<file path="src/logic/fx_format_pkg.sv">
package fx_format_pkg;

  // ~~~~~~~~~~~~~~~~~~~~~~~~~~~~~~~~~~~~~~~~~~~~~~~~~~~~~~~~~~~~
  // sample format Q8.8
  // ~~~~~~~~~~~~~~~~~~~~~~~~~~~~~~~~~~~~~~~~~~~~~~~~~~~~~~~~~~~~
  localparam int SAMPLE_W    = 16;
  localparam int SAMPLE_FRAC = 8;

  // ~~~~~~~~~~~~~~~~~~~~~~~~~~~~~~~~~~~~~~~~~~~~~~~~~~~~~~~~~~~~
  // coefficient format Q2.14
  // ~~~~~~~~~~~~~~~~~~~~~~~~~~~~~~~~~~~~~~~~~~~~~~~~~~~~~~~~~~~~
  localparam int COEF_W    = 16;
  localparam int COEF_FRAC = 14;

  // ~~~~~~~~~~~~~~~~~~~~~~~~~~~~~~~~~~~~~~~~~~~~~~~~~~~~~~~~~~~~
  // aligned product format Q10.8
  // ~~~~~~~~~~~~~~~~~~~~~~~~~~~~~~~~~~~~~~~~~~~~~~~~~~~~~~~~~~~~
  localparam int ACC_W    = 18;
  localparam int ACC_FRAC = 8;   // same binary point as the samples

  typedef logic signed [SAMPLE_W-1:0] sample_t;
  typedef logic signed [COEF_W-1:0]   coef_t;
  typedef logic signed [ACC_W-1:0]    acc_t;

endpackage

</file>
<file path="src/logic/fir_stream_pkg.sv">
package fir_stream_pkg;

  import fx_format_pkg::*;

  // one sample on a valid/ready stream, last marks the end of a frame
  typedef struct packed {
    logic    last;
    sample_t data;
  } sample_beat_t;

endpackage

</file>
<file path="src/logic/frac_mult.sv">
`timescale 1ns/10ps

module frac_mult #(
  parameter int A_W      = 16,
  parameter int B_W      = 16,
  parameter int OUT_W    = 18,
  parameter int FRAC_A   = 8,
  parameter int FRAC_B   = 14,
  parameter int FRAC_OUT = 8
) (
  input  logic signed [A_W-1:0]   a,
  input  logic signed [B_W-1:0]   b,
  output logic signed [OUT_W-1:0] result
);

  // number of fraction bits that fall off below the output binary point
  localparam int DROP = FRAC_A + FRAC_B - FRAC_OUT;

  logic signed [A_W+B_W-1:0] full_prod;

  assign full_prod = a * b;                     // full precision, both operands signed

  // taking a slice truncates toward minus infinity
  assign result = full_prod[DROP +: OUT_W];

endmodule

</file>
<file path="src/logic/fx_fir.sv">
`timescale 1ns/10ps

module fx_fir
  import fx_format_pkg::*, fir_stream_pkg::*;
#(
  parameter int NUM_TAPS = 4
) (
  input  logic                 clk,
  input  logic                 rst,
  input  logic                 in_valid,
  output logic                 in_ready,
  input  sample_beat_t         in_beat,
  output logic                 out_valid,
  input  logic                 out_ready,
  output sample_beat_t         out_beat,
  input  coef_t [NUM_TAPS-1:0] coefs
);

  typedef struct packed {
    sample_t [NUM_TAPS-1:0] samples;
    logic                   last;
  } win_t;

  typedef struct packed {
    acc_t [NUM_TAPS-1:0] products;
    logic                last;
  } prod_t;

  win_t                win;
  logic                win_valid;
  logic                win_ready;
  acc_t [NUM_TAPS-1:0] products;
  prod_t               prod_d;
  prod_t               prod_q;
  logic                prod_valid;
  logic                prod_ready;
  sample_t             sum;
  sample_beat_t        sum_beat;
  logic                sat_pos;    // watched by the bound properties
  logic                sat_neg;

  // ~~~~~~~~~~~~~~~~~~~~~~~~~~~~~~~~~~~~~~~~~~~~~~~~~~~~~~~~~~~~
  // tap window
  // ~~~~~~~~~~~~~~~~~~~~~~~~~~~~~~~~~~~~~~~~~~~~~~~~~~~~~~~~~~~~
  tap_delay_line #(.NUM_TAPS(NUM_TAPS)) u_delay (
    .clk(clk), .rst(rst),
    .in_valid(in_valid), .in_ready(in_ready), .in_beat(in_beat),
    .win_valid(win_valid), .win_ready(win_ready),
    .win_samples(win.samples), .win_last(win.last)
  );

  // ~~~~~~~~~~~~~~~~~~~~~~~~~~~~~~~~~~~~~~~~~~~~~~~~~~~~~~~~~~~~
  // multipliers and product register
  // ~~~~~~~~~~~~~~~~~~~~~~~~~~~~~~~~~~~~~~~~~~~~~~~~~~~~~~~~~~~~
  for (genvar i = 0; i < NUM_TAPS; i++) begin : g_mult
    frac_mult #(
      .A_W(SAMPLE_W), .B_W(COEF_W), .OUT_W(ACC_W),
      .FRAC_A(SAMPLE_FRAC), .FRAC_B(COEF_FRAC), .FRAC_OUT(ACC_FRAC)
    ) u_mult (
      .a(win.samples[i]), .b(coefs[i]), .result(products[i])
    );
  end

  assign prod_d = '{products: products, last: win.last};

  stream_stage #(.T(prod_t)) stage_prod (
    .clk(clk), .rst(rst),
    .up_valid(win_valid), .up_ready(win_ready), .up_data(prod_d),
    .down_valid(prod_valid), .down_ready(prod_ready), .down_data(prod_q)
  );

  // ~~~~~~~~~~~~~~~~~~~~~~~~~~~~~~~~~~~~~~~~~~~~~~~~~~~~~~~~~~~~
  // sum, saturate and output register
  // ~~~~~~~~~~~~~~~~~~~~~~~~~~~~~~~~~~~~~~~~~~~~~~~~~~~~~~~~~~~~
  sat_adder_tree #(.NUM_TAPS(NUM_TAPS)) u_sum (
    .products(prod_q.products), .sum(sum),
    .overflow_pos(sat_pos), .overflow_neg(sat_neg)
  );

  assign sum_beat = '{last: prod_q.last, data: sum};

  stream_stage #(.T(sample_beat_t)) stage_out (
    .clk(clk), .rst(rst),
    .up_valid(prod_valid), .up_ready(prod_ready), .up_data(sum_beat),
    .down_valid(out_valid), .down_ready(out_ready), .down_data(out_beat)
  );

endmodule

</file>
<file path="src/logic/sat_adder_tree.sv">
`timescale 1ns/10ps

module sat_adder_tree
  import fx_format_pkg::*;
#(
  parameter int NUM_TAPS = 4
) (
  input  acc_t [NUM_TAPS-1:0] products,
  output sample_t             sum,
  output logic                overflow_pos,
  output logic                overflow_neg
);

  // ~~~~~~~~~~~~~~~~~~~~~~~~~~~~~~~~~~~~~~~~~~~~~~~~~~~~~~~~~~~~
  // tree shape and growth
  // ~~~~~~~~~~~~~~~~~~~~~~~~~~~~~~~~~~~~~~~~~~~~~~~~~~~~~~~~~~~~
  localparam int LEVELS = (NUM_TAPS > 1) ? $clog2(NUM_TAPS) : 1;
  localparam int LEAVES = 2 ** LEVELS;
  localparam int SUM_W  = ACC_W + LEVELS;       // one extra bit per level of adders
  localparam int MAX_I  = 2 ** (SAMPLE_W - 1) - 1;
  localparam int MIN_I  = -(2 ** (SAMPLE_W - 1));

  // heap layout, node n adds children 2n+1 and 2n+2, the root is node 0
  logic signed [SUM_W-1:0] node [0:2*LEAVES-2];
  logic signed [SUM_W-1:0] root;

  for (genvar i = 0; i < LEAVES; i++) begin : g_leaf
    if (i < NUM_TAPS) begin : g_used
      assign node[LEAVES-1+i] = SUM_W'($signed(products[i]));
    end else begin : g_pad
      assign node[LEAVES-1+i] = '0;           // unused leaves pad the tree to a power of two
    end
  end

  for (genvar n = 0; n < LEAVES - 1; n++) begin : g_node
    assign node[n] = node[2*n+1] + node[2*n+2];
  end

  assign root = node[0];

  // ~~~~~~~~~~~~~~~~~~~~~~~~~~~~~~~~~~~~~~~~~~~~~~~~~~~~~~~~~~~~
  // clamp to the sample range
  // ~~~~~~~~~~~~~~~~~~~~~~~~~~~~~~~~~~~~~~~~~~~~~~~~~~~~~~~~~~~~
  assign overflow_pos = (root > MAX_I);
  assign overflow_neg = (root < MIN_I);

  always_comb begin
    if (overflow_pos) begin
      sum = {1'b0, {(SAMPLE_W-1){1'b1}}};
    end else if (overflow_neg) begin
      sum = {1'b1, {(SAMPLE_W-1){1'b0}}};
    end else begin
      sum = root[SAMPLE_W-1:0];             // fraction bits already line up
    end
  end

endmodule

</file>
<file path="src/logic/stream_stage.sv">
`timescale 1ns/10ps

module stream_stage #(
  parameter type T = logic
) (
  input  logic clk,
  input  logic rst,
  input  logic up_valid,
  output logic up_ready,
  input  T     up_data,
  output logic down_valid,
  input  logic down_ready,
  output T     down_data
);

  logic valid_q;
  T     data_q;

  // free slot now or the held beat leaves on this edge
  assign up_ready = !valid_q || down_ready;

  always_ff @(posedge clk) begin
    if (rst) begin
      valid_q <= 1'b0;
    end else if (up_ready) begin
      valid_q <= up_valid;
    end
  end

  always_ff @(posedge clk) begin
    if (up_valid && up_ready) begin
      data_q <= up_data;
    end
  end

  assign down_valid = valid_q;
  assign down_data  = data_q;

endmodule

</file>
<file path="src/logic/tap_delay_line.sv">
`timescale 1ns/10ps

module tap_delay_line
  import fx_format_pkg::*, fir_stream_pkg::*;
#(
  parameter int NUM_TAPS = 4
) (
  input  logic                   clk,
  input  logic                   rst,
  input  logic                   in_valid,
  output logic                   in_ready,
  input  sample_beat_t           in_beat,
  output logic                   win_valid,
  input  logic                   win_ready,
  output sample_t [NUM_TAPS-1:0] win_samples,
  output logic                   win_last
);

  sample_t [NUM_TAPS-1:0] taps_q;   // tap 0 holds the newest sample
  logic                   last_q;
  logic                   valid_q;
  logic                   run_q;    // low while in reset, so no beat is taken then

  assign in_ready = run_q && (!valid_q || win_ready);

  always_ff @(posedge clk) begin
    if (rst) begin
      run_q   <= 1'b0;
      valid_q <= 1'b0;
      last_q  <= 1'b0;
      taps_q  <= '0;                // older taps read as zero after reset
    end else begin
      run_q <= 1'b1;
      if (in_valid && in_ready) begin
        for (int i = NUM_TAPS - 1; i > 0; i--) begin
          taps_q[i] <= taps_q[i-1];
        end
        taps_q[0] <= in_beat.data;
        last_q    <= in_beat.last;
        valid_q   <= 1'b1;
      end else if (win_ready) begin
        valid_q <= 1'b0;            // window taken and nothing new came in
      end
    end
  end

  assign win_valid   = valid_q;
  assign win_samples = taps_q;
  assign win_last    = last_q;

endmodule

</file>
<file path="config.mk">
export PLATFORM = sky130hd
export DESIGN_NAME = fx_fir
export DESIGN_NICKNAME = d
export VERILOG_FILES = /design/src/logic/fx_format_pkg.sv /design/src/logic/fir_stream_pkg.sv /design/src/logic/frac_mult.sv /design/src/logic/fx_fir.sv /design/src/logic/sat_adder_tree.sv /design/src/logic/stream_stage.sv /design/src/logic/tap_delay_line.sv
export SDC_FILE = /design/constraint.sdc
export NUM_CORES = 2
export LEC_CHECK = 0
export BUFFER_PORTS_ARGS = -buffer_cell sky130_fd_sc_hd__buf_2
export CORE_ASPECT_RATIO = 0.5
export CORE_UTILIZATION = 50
export DETAILED_ROUTE_END_ITERATION = 12
export HOLD_SLACK_MARGIN = 0.02
export PLACE_DENSITY_LB_ADDON = 0.25
export SLEW_MARGIN = 20
export SYNTH_ARGS = -nofsm -noshare
export SYNTH_HDL_FRONTEND = slang
export SYNTH_HIERARCHICAL = 1
export SYNTH_SLANG_ARGS = --single-unit
</file>
<file path="constraint.sdc">
create_clock -name clk -period 7.5 [get_ports clk]
set_clock_uncertainty 0.1 [all_clocks]
set_input_delay 0.375 -clock clk [delete_from_list [all_inputs] [get_ports clk]]
set_output_delay 0.375 -clock clk [all_outputs]
set_load 0.01 [all_outputs]
</file>
==> flow_summary.json <==
{
  "outcome": "completed",
  "routabilityCongestion": 0.9072,
  "worstMarginPinSlew_ns": 1.109,
  "clock_latency_ns": 0.46,
  "start_util_pct": 50.58,
  "ir_drop_v": 0.0001877,
  "areaGrowthSynthToFinish_pct": 5.029,
  "io_buffers": 103,
  "max_freq_mhz": 148.3,
  "rsz0062_at_grt": "false",
  "ctsLongestPathBuffers": 2,
  "cp.required_ns": 7.60,
  "cts_setup_buffers": 0,
  "stdcell_area_um2": 48260,
  "critPathKind": "flop to flop",
  "fillCellCount": 8269,
  "grt_overflow": 0,
  "slew_headroom_pct": 26.08,
  "pre_cts_slack_ns": 0.7500,
  "dr.pass1.iters": 7,
  "grt_max_degree": 84,
  "layout_setup_ws_ns": 0.7577,
  "pwr-share-seq_pct": 19.5,
  "drive_gt1_share_pct": 4.771,
  "post-route-period-util_pct": 89.90,
  "boundaryPins": 104,
  "row_count": 78,
  "syn_nets": 6348,
  "report.final.slew_viol_count": 0,
  "finalSetupViolCount": 0,
  "hold_depth": 2,
  "antenna_found_initial": 2,
  "drt_wl_total_um": 111100,
  "cp_cell_sequence": "nand2_1, fa_1, inv_1, fa_1, fa_1, fa_1, fa_1, inv_1, fa_1, inv_1, ha_1, a21oi_2, o21bai_1, or3_1, nor3_2, nor2_2, a221oi_2, xnor2_1",
  "crit_path_end_kind": "flop",
  "cts_tree": "done",
  "syn_area_um2": 45950,
  "die_area_um2": 93190,
  "routed_via_density": 5.206,
  "worstPathArrival_ns": 6.84,
  "cp_max_fo": 17,
  "numCtsBuffers": 17,
  "critPathMaxStageDelay_ns": 0.94,
  "cts_max_level": 4,
  "cap_violations": 0,
  "cp_common_cell": "fa_1",
  "clkPwrFrac_pct": 14.5,
  "clkTransAtPathRegs_ns": 0.08,
  "drt-initial-drc-count": 1909,
  "crit_slowest_cell": "fa_1",
  "core-area_um2": 90860,
  "clock_sinks": 159,
  "cts_resized": 0,
  "avgSynthCellArea_um2": 9.481,
  "syn_inst": 4847,
  "power.switching_w": 0.003114,
  "hold_violations": 0,
  "cts-root-buf": "clkbuf_16",
  "ant_nets": 0,
  "postCtsHoldBufs": 0,
  "multi_input_area_um2": 36330,
  "powerDensity_nw_per_um2": 130.0,
  "grt_use_total_pct": 25.24,
  "hpwl_um": 93000,
  "first_global_vias": 34933,
  "wire_per_inst_um": 18.20,
  "hp-class": "input pin to flop",
  "p_comb_share_pct": 66.0,
  "fin_nets": 6351,
  "cp-start-kind": "flop",
  "worstRegToRegCells": 18,
  "leakagePower_nw": 25.02,
  "vias": 31785,
  "regArea_um2": 4084,
  "placed_area_um2": 47620,
  "grt_pass1_wl_um": 185500,
  "synth-warning-count": 6,
  "dieHeight_um": 216.4,
  "p_int_w": 0.003163,
  "die_w_um": 430.7,
  "setup-tns-final_ns": 0,
  "switching_share_pct": 49.61,
  "drc": 0,
  "period_needed_ns": 6.742
}
[metal layers]
metal | wire, um | GRT usage, %
met3 | 6166 | 2.738
met1 | 49090 | 35.58
met2 | 53720 | 42.21
met5 | 0 | 0
met4 | 2164 | 5.635
[final timing paths]
check | endpoint | start | slack, ns
max | stage_prod/down_data[16] | u_delay/win_samples[15] | 0.76
min | stage_out/down_valid | rst | 0.05
max reg2reg | stage_prod/down_data[16] | u_delay/win_samples[15] | 0.76
min reg2reg | stage_out/down_data[16] | stage_prod/down_data[0] | 0.32
[layout by cell type, fill, tap and decap left out, types with 67 or more instances in the layout]
cell	instances
edfxtp_1	90
nand2_1	606
xnor2_1	84
mux2i_1	67
ha_1	335
fa_1	1081
dfxtp_1	69
and2_1	492
nor2_1	103
inv_1	1299
buf_2	103
a21oi_1	89
[flip-flops by register name (all words and copies together) (netlist names)]
register and count:
u_delay/win_valid 1, stage_out/down_valid 1, u_delay/run_q 1, u_delay/win_last 1, stage_out/down_data 17, stage_prod/down_valid 1
stage_prod/down_data 73, u_delay/win_samples 64
[stage by stage]
step,instances,power (W),hold slack [ns],utilization (%)
global placement,6071,0.005246,0.3041,52.41
floorplan,4847,0.004303,0.3003,-
CTS,6103,0.006288,0.02236,53.10
finish,6106,0.006277,0.05121,53.12
global route,6104,0.006837,0.04125,53.11
detailed placement,6071,0.005339,0.3071,52.41
[critical path: cells and delay by family, from the launching register on]
kind	cells	cell delay [ns]
AOI/OAI and AO/OA	3	0.56
and+or+nand+nor	4	0.89
buffers and inverters	3	0.18
DFF	1	0.68
xor gates and xnor gates	1	0.09
adders and majority gates	7	3.99
[power by group through the flow]
stage / logic [W] / registers [W] / clock network [W]
floorplan: 0.00312 / 0.00118 / 0
global placement: 0.00401 / 0.00124 / 0
detailed placement: 0.00410 / 0.00124 / 0
CTS: 0.00414 / 0.00122 / 0.000929
global route: 0.00465 / 0.00123 / 0.000961
finish: 0.00414 / 0.00122 / 0.000911
[layout make-up]
cell class / count / area share (%)
Inverter: 1300 / 10.11
Timing Repair Buffer: 139 / 1.628
Antenna cell: 3 / 0.01555
Sequential cell: 159 / 8.462
Clock buffer: 17 / 0.8814
Tap cell: 1240 / 3.215
Clock inverter: 15 / 0.4226
Multi-Input combinational cell: 3233 / 75.27
(Power assumes the default switching activity.)
